--- config.mk ---
export PLATFORM = sky130hd
export DESIGN_NAME = dcache_ctrl
export DESIGN_NICKNAME = d
export VERILOG_FILES = /design/src/common/dcache_pkg.sv /design/src/dcache/dcache_ctrl.sv
export VERILOG_INCLUDE_DIRS = /design/src /design/src/common
export SDC_FILE = /design/constraint.sdc
export NUM_CORES = 1
export LEC_CHECK = 0
export ABC_AREA = 1
export BUFFER_PORTS_ARGS = -buffer_cell sky130_fd_sc_hd__buf_2
export CAP_MARGIN = 20
export CORE_AREA = 2 2 126 128
export DETAILED_ROUTE_END_ITERATION = 6
export DIE_AREA = 0 0 128 130
export PLACE_DENSITY = 0.43
export SYNTH_ARGS = -nofsm -noshare
export SYNTH_HDL_FRONTEND = slang
export SYNTH_SLANG_ARGS = --single-unit
export TNS_END_PERCENT = 30
--- constraint.sdc ---
create_clock -name clk -period 2.25 [get_ports clk]
set_input_delay 0.3375 -clock clk [delete_from_list [all_inputs] [get_ports clk]]
set_output_delay 0.3375 -clock clk [all_outputs]
set_load 0.05 [all_outputs]
--- src/common/dcache_defines.svh ---
`ifndef DCACHE_DEFINES_SVH
`define DCACHE_DEFINES_SVH

// word and address width
`define DCACHE_DATA_W 32

// 1024 one-word lines
`define DCACHE_INDEX_W 10
`define DCACHE_TAG_W 8

// address bits 19:16 of the uncached window
`define DCACHE_MMIO_REGION 4'hf

`endif

--- src/common/dcache_pkg.sv ---
`include "dcache_defines.svh"

package dcache_pkg;

    typedef enum logic [3:0] {
        LW,
        LH,
        LHU,
        LB,
        LBU,
        SW,
        SH,
        SB
    } ldst_op_e;

    // byte address as seen by the cache
    typedef struct packed {
        logic [`DCACHE_DATA_W-`DCACHE_TAG_W-`DCACHE_INDEX_W-3:0] unused;
        logic [`DCACHE_TAG_W-1:0]                                tag;
        logic [`DCACHE_INDEX_W-1:0]                              index;
        logic [1:0]                                              offset;
    } cache_addr_t;

    // same word as seen by the mmio decoder
    typedef struct packed {
        logic [`DCACHE_DATA_W-21:0] unused;
        logic [3:0]                 region;
        logic [15:0]                reg_off;
    } mmio_addr_t;

    typedef union packed {
        cache_addr_t cache;
        mmio_addr_t  mmio;
    } dcache_addr_u;

    typedef struct packed {
        dcache_addr_u             addr;
        logic [`DCACHE_DATA_W-1:0] wdata;
        ldst_op_e                 op;
        logic                     rd;
        logic                     wr;
    } cpu_req_t;

    typedef struct packed {
        logic                     valid;
        logic                     dirty;
        logic [`DCACHE_TAG_W-1:0]  tag;
        logic [`DCACHE_DATA_W-1:0] data;
    } line_t;

    typedef struct packed {
        logic [`DCACHE_DATA_W-1:0] addr;
        logic [`DCACHE_DATA_W-1:0] wdata;
        logic                     we;
    } mem_req_t;

endpackage

--- src/dcache/dcache_ctrl.sv ---
`timescale 1ns/100ps

`include "dcache_defines.svh"

module dcache_ctrl
    import dcache_pkg::*;
(
    input  logic                       clk,
    input  logic                       rst,
    input  cpu_req_t                   req,
    input  line_t                      line_rd,
    input  logic [`DCACHE_DATA_W-1:0]  mem_rdata,
    input  logic [`DCACHE_DATA_W-1:0]  store_word,
    output logic [`DCACHE_INDEX_W-1:0] index,
    output logic                       line_we,
    output line_t                      line_wr,
    output logic [`DCACHE_DATA_W-1:0]  align_src,
    output logic                       stall,
    output mem_req_t                   mem_req
);

    typedef enum logic [1:0] {
        IDLE,
        WRITEBACK,
        REFILL
    } state_e;

    state_e state;
    logic   refill_pend;
    logic   access;
    logic   uncached;
    logic   cached_acc;
    logic   hit;
    logic   dirty_victim;

    assign index        = req.addr.cache.index;
    assign access       = req.rd || req.wr;
    assign uncached     = (req.addr.mmio.region == `DCACHE_MMIO_REGION);
    assign cached_acc   = access && !uncached;
    assign hit          = line_rd.valid && (line_rd.tag == req.addr.cache.tag);
    assign dirty_victim = line_rd.valid && line_rd.dirty;

    // first miss cycle is decoded from the line, refill after writeback is held in a flop
    always_comb begin
        if (refill_pend) begin
            state = REFILL;
        end else if (cached_acc && !hit) begin
            state = dirty_victim ? WRITEBACK : REFILL;
        end else begin
            state = IDLE;
        end
    end

    always_ff @(posedge clk) begin
        if (rst) begin
            refill_pend <= 1'b0;
        end else begin
            refill_pend <= (state == WRITEBACK);
        end
    end

    assign stall = (state != IDLE);

    // refill and uncached traffic both come from memory
    assign align_src = (state == REFILL || uncached) ? mem_rdata : line_rd.data;

    always_comb begin
        line_we = 1'b0;
        line_wr = '{valid: 1'b1, dirty: 1'b1, tag: req.addr.cache.tag, data: store_word};
        if (state == REFILL) begin
            line_we = 1'b1;
            line_wr = '{valid: 1'b1, dirty: 1'b0, tag: req.addr.cache.tag, data: mem_rdata};
        end else if (state == IDLE && cached_acc && req.wr) begin
            line_we = 1'b1;
        end
    end

    always_comb begin
        case (state)
            WRITEBACK: begin
                // victim address rebuilt from old tag and index
                mem_req.addr  = '0;
                mem_req.addr[`DCACHE_TAG_W+`DCACHE_INDEX_W+1:2] = {line_rd.tag, index};
                mem_req.wdata = line_rd.data;
                mem_req.we    = 1'b1;
            end
            REFILL: begin
                mem_req.addr  = {req.addr[`DCACHE_DATA_W-1:2], 2'b00};
                mem_req.wdata = req.wdata;
                mem_req.we    = 1'b0;
            end
            default: begin
                mem_req.addr  = req.addr;
                mem_req.wdata = req.wdata;
                mem_req.we    = uncached && req.wr;
            end
        endcase
    end

endmodule

# ---- Word-level counts from Yosys, hierarchy flattened
# Index checks and enable logic that the tools add are counted.
dict set report totals {
  in_bits 178
  register_bits 1
}
dict set report op_classes {
  n_mux 8
  reduce_logical 13
  n_eq_ne 4
}
# cell n
set op_table {}
lappend op_table {{$pmux 65 s2} 1}
lappend op_table {{$mux 41} 1}
lappend op_table {{$mux 32} 1}
lappend op_table {{$eq 8x8->1} 1}
lappend op_table {{$logic_and 1x1->1} 7}
lappend op_table {{$mux 2} 3}
lappend op_table {{$eq 4x4->1 const B} 1}
lappend op_table {{$eq 2x1->1 const B} 1}
lappend op_table {{$eq 2x2->1 const B} 1}
lappend op_table {{$logic_not 1->1} 2}
lappend op_table {{$logic_not 2->1} 1}
lappend op_table {{$logic_or 1x1->1} 2}
lappend op_table {{$mux 1} 2}
lappend op_table {{$reduce_bool 2->1} 1}

# ---- Longest topological paths before layout
dict set report depth {
  ltp_word 11
  depth_mapped 16
}

# ---- Worst setup path after synthesis
# OpenSTA, ideal clock, no wires.
dict set report synth_timing {
  path_kind {in2out}
  from {input port req[56] (netlist bit)}
  to {output port align_src[1]}
  setup_slack_ps -796
  stages 11
  required_time_ps 1913
  arrival_ps 2709
  cell_sequence {nand4_2 -> o21ai_1 -> o21bai_2 -> nor2_2 -> inv_1 -> ha_1 -> buf_2 -> inv_2 -> nand2_4 -> buf_4 -> o21ai_0}
}
dict set report synth_via {
  elab_chain_len 9
  word_cells_on_any_way 12
}
# item line_no
set synth_lines {}
lappend synth_lines {{start: declaration} dcache_ctrl.sv:10} ;# input cpu_req_t req,
lappend synth_lines {{$eq 8x8->1 or $eq 4x4->1 (tied branches)} --}
lappend synth_lines {{$logic_and 1x1->1 or $logic_not 1->1 (tied branches)} {dcache_ctrl.sv:40, dcache_ctrl.sv:39}}
lappend synth_lines {{$logic_not 1->1 or $logic_and 1x1->1 (tied branches)} {dcache_ctrl.sv:47, dcache_ctrl.sv:39}}
lappend synth_lines {{$logic_and 1x1->1} dcache_ctrl.sv:47} ;# end else if (cached_acc && !hit) begin
lappend synth_lines {{$mux 2} dcache_ctrl.sv:47}
lappend synth_lines {{$mux 2} dcache_ctrl.sv:45} ;# if (refill_pend) begin
lappend synth_lines {{$eq 2x2->1} dcache_ctrl.sv:65} ;# assign align_src = (state == REFILL || uncached) ? mem_rdata : line_rd.data;
lappend synth_lines {{$logic_or 1x1->1 *} dcache_ctrl.sv:65}
lappend synth_lines {{$mux 32 *} dcache_ctrl.sv:65}
lappend synth_lines {{end: declaration} dcache_ctrl.sv:17} ;# output logic [`DCACHE_DATA_W-1:0] align_src,
# Mark *: on every way between the ends. The rest lies on a longest branch, timed or not.

==> results by group <==
Setup path
  • Reg2Reg Launch Point: refill_pend$_SDFF_PP0_
  • R2R setup slack: 0.98 ns
  • Worst path cell trace: clkbuf_4 > xnor2_2 > nand3_1 > o21bai_4 > nor2_4 > inv_2 > ha_4 > inv_8 > nand2_8 > clkbuf_16 > o21ai_4 > buf_8
  • CP delay by family, top: buffers and inverters
  • Worst path arrival time: 2.06 ns
  • WS Path Type: in -> out
  • WP buf/inv: 5
  • Crit-path max FO: 6
  • Critical Path Source: req[55]
  • Worst setup endpoint: mem_req[11]
  • Critical path's largest stage delay: 0.25 ns
  • Worst Setup Start Kind: input pin
  • R2R cell count: 8
  • Reg-to-Reg End: refill_pend$_SDFF_PP0_
  • Slowest CP cell: ha_4
  • CP Depth: 12
  • Critical Path Sink Type: output pin
  • Worst EP required: 1.91 ns

Placement
  • # port buffers: ~300
  • Post-Place Worst Slack: -0.312 ns
  • Placed Area: 4740 um2
  • GPL Wtd Cong: 0.830
  • Placed instance count: 911
  • Post-detail-place hpwl: 9890 um

Power
  • Clock share of power: 0%
  • Sw Share: 59.8%
  • PwrDens: slightly below 500 nW/um2
  • Logic pwr share: 99.4%
  • Int Power: 1.26 mW
  • Static leakage: 3.25 nW
  • Sequential Power Share: less than 1%
  • VDD IR max: 224 uV
  • Sw Pwr: between 1.5 and 2 mW

Floorplan
  • Die H: 130 um
  • Core area: 15400 um2
  • Initial core utilization: 13.1%
  • Die W: 128 um
  • Core Rows: 46
  • Die Area: 16600 um2
  • Top Ports: 329

CTS
  • Worst-Skew Late Latency: 0 ns
  • Hold_buf cts: 0
  • Clock-pin slew on the worst setup and hold paths: 0 ns

Synthesis
  • Number of enable flip-flop cells after synthesis: 0
  • Syn_nets: 609
  • Warning count from the yosys run: 0
  • Syn Area/Cell: approximately 4.7 um2
  • Ys async rst share: 0%
  • Seq/Total Area, Yosys: 0.994%
  • Post-synth cell types: 24
  • Register bit count reported by yosys: 1
  • Syn Std Cell Area: 2010 um2
  • Top FF cell, synth: dfxtp_1
  • Synth Instances: 428

STA
  • Final hold vios: 0
  • Clk_skew: 0 ns
  • Fin crit share: 107%
  • Max Clock Freq: 417 MHz
  • Worst setup margin: -0.148 ns
  • Final setup violating endpoints: 85
  • Post-route minimum period: 2.40 ns
  • RSZ-0062 raised after global routing: yes
  • Final Slew Violations: 0

Route
  • Final ANT Viol Nets: 0
  • Initial DRC count: 98
  • DR WL/cell: 14.6 um
  • Vias per cell: 4.14
  • Residual DRC count: 0
  • Final wirelength: 13600 um
  • Via count: 3856
  • 1st-pass router iterations: 4

Finish
  • Max reg flops: 1
  • Most flops, register: refill_pend
  • Share of post-route cells with drive strength above 1: 74.6%
  • Antenna fix cells: 0
  • Largest registers: refill_pend (1)
  • Post-route cell area: around 6500 um2
  • Non-filler cells in the finished layout: 931
  • Count of nets after finishing: 922
  • Area Growth Syn to Fin: 221%

Hold path
  • Hold crit path type: in -> reg
  • Min-delay src: rst

Global route
  • Initial antenna violation count: 0
  • First-pass GRT wire length: 17800 um
  • Largest net degree at the start of global routing: 39
  • Number of global-route vias before repair: about 3500
  • GRT Overall Usage: between 10% and 20%
  • Grt ovf: 0

Outcome
  • Violated checks: setup timing
  • Status: complete, but fails checks

Flow run
  • Max-cap violations: 0
through the flow:
step / TNS [ns] / hold WS, ns / total power, mW / utilization [%]
3_5_place_dp: -27.38 / 0.508 / 2.38 / 30.7
2_1_floorplan: -1.66 / 0.409 / 1.85 / -
5_1_grt: -16.57 / 0.524 / 3.29 / 42.0
6_report: -6.84 / 0.507 / 3.14 / 42.0
3_3_place_gp: -27.55 / 0.504 / 2.39 / 30.7
4_1_cts: -12.02 / 0.509 / 2.86 / 37.2
Yosys cell counts (4+ instances only):
library cell  count  area share, %
nor2_1           20            3.7
inv_1            64             12
buf_4            33             12
clkbuf_1          7            1.3
o21ai_0          65             16
o21ai_1          39            9.7
nand3_1           7            1.7
o22ai_1           4            1.2
nand2_1         154             29
buf_2            11            2.7
per-layer routing:
metal	routed length, um	track usage (%)
met2	7120	26.2
met5	0	0
met1	5440	15.2
met4	194	2.26
met3	868	2.26
logic make-up after synthesis:
group / count (synthesis) / synth area share, %
AND/OR/NAND/NOR: 187 / 36.6
buffers and inverters: 122 / 30.7
AO/OA/AOI/OAI: 111 / 28.4
XOR/XNOR: 3 / 1.30
adder cells (fa/ha/maj): 3 / 1.86
flip-flops: 1 / 0.994
other: 1 / 0.186
worst min-delay path by stage:
stage / endpoint / slack, ns / cells past startpoint
2_1_floorplan: refill_pend$_SDFF_PP0_ / 0.41 / 1
3_3_place_gp: refill_pend$_SDFF_PP0_ / 0.50 / 2
3_5_place_dp: refill_pend$_SDFF_PP0_ / 0.51 / 2
4_1_cts: refill_pend$_SDFF_PP0_ / 0.51 / 2
5_1_grt: refill_pend$_SDFF_PP0_ / 0.52 / 2
6_report: refill_pend$_SDFF_PP0_ / 0.51 / 2
final cells by class:
cell class	count	area, um2
fillers	1550	8950
multi-input cells	307	2560
inverters	67	274
flip-flops and latches	1	20.0
repair buffers	364	3380
well taps	192	240
worst register-to-register path: stages (launching register included):
cell and delay, ns:
dfxtp_1 0.28, inv_1 0.10, nand2_1 0.12, nor2_4 0.13, buf_4 0.13, ha_4 0.20, buf_4 0.14, inv_1 0.03
nor2_1 0.07
timing repair:
action | in CTS | in global routing
resized for setup | 279 | 152
setup buffers | 5 | 3
gates cloned | 4 | 9
setup endpoints to repair | 121 | 121
pin swaps | 16 | 25
layout by cell type (no fill, tap or decap), types with 9 or more instances in the layout:
cell type,synthesis,routed
buf_12,0,13
buf_2,11,162
buf_4,33,42
buf_6,3,91
buf_8,0,43
inv_1,64,53
inv_2,3,9
nand2_1,154,81
nand2_2,0,67
nor2_2,2,13
o21ai_0,65,9
o21ai_1,39,26
o21ai_4,0,62
power groups by stage:
stage | clock network, mW | registers [mW] | logic (mW)
floorplan | 0 | 0.0186 | 1.83
detailed placement | 0 | 0.0187 | 2.37
finish | 0 | 0.0187 | 3.12
global placement | 0 | 0.0187 | 2.37
CTS | 0 | 0.0187 | 2.84
global route | 0 | 0.0187 | 3.27
Note: power is estimated with default switching activity, not from simulation.
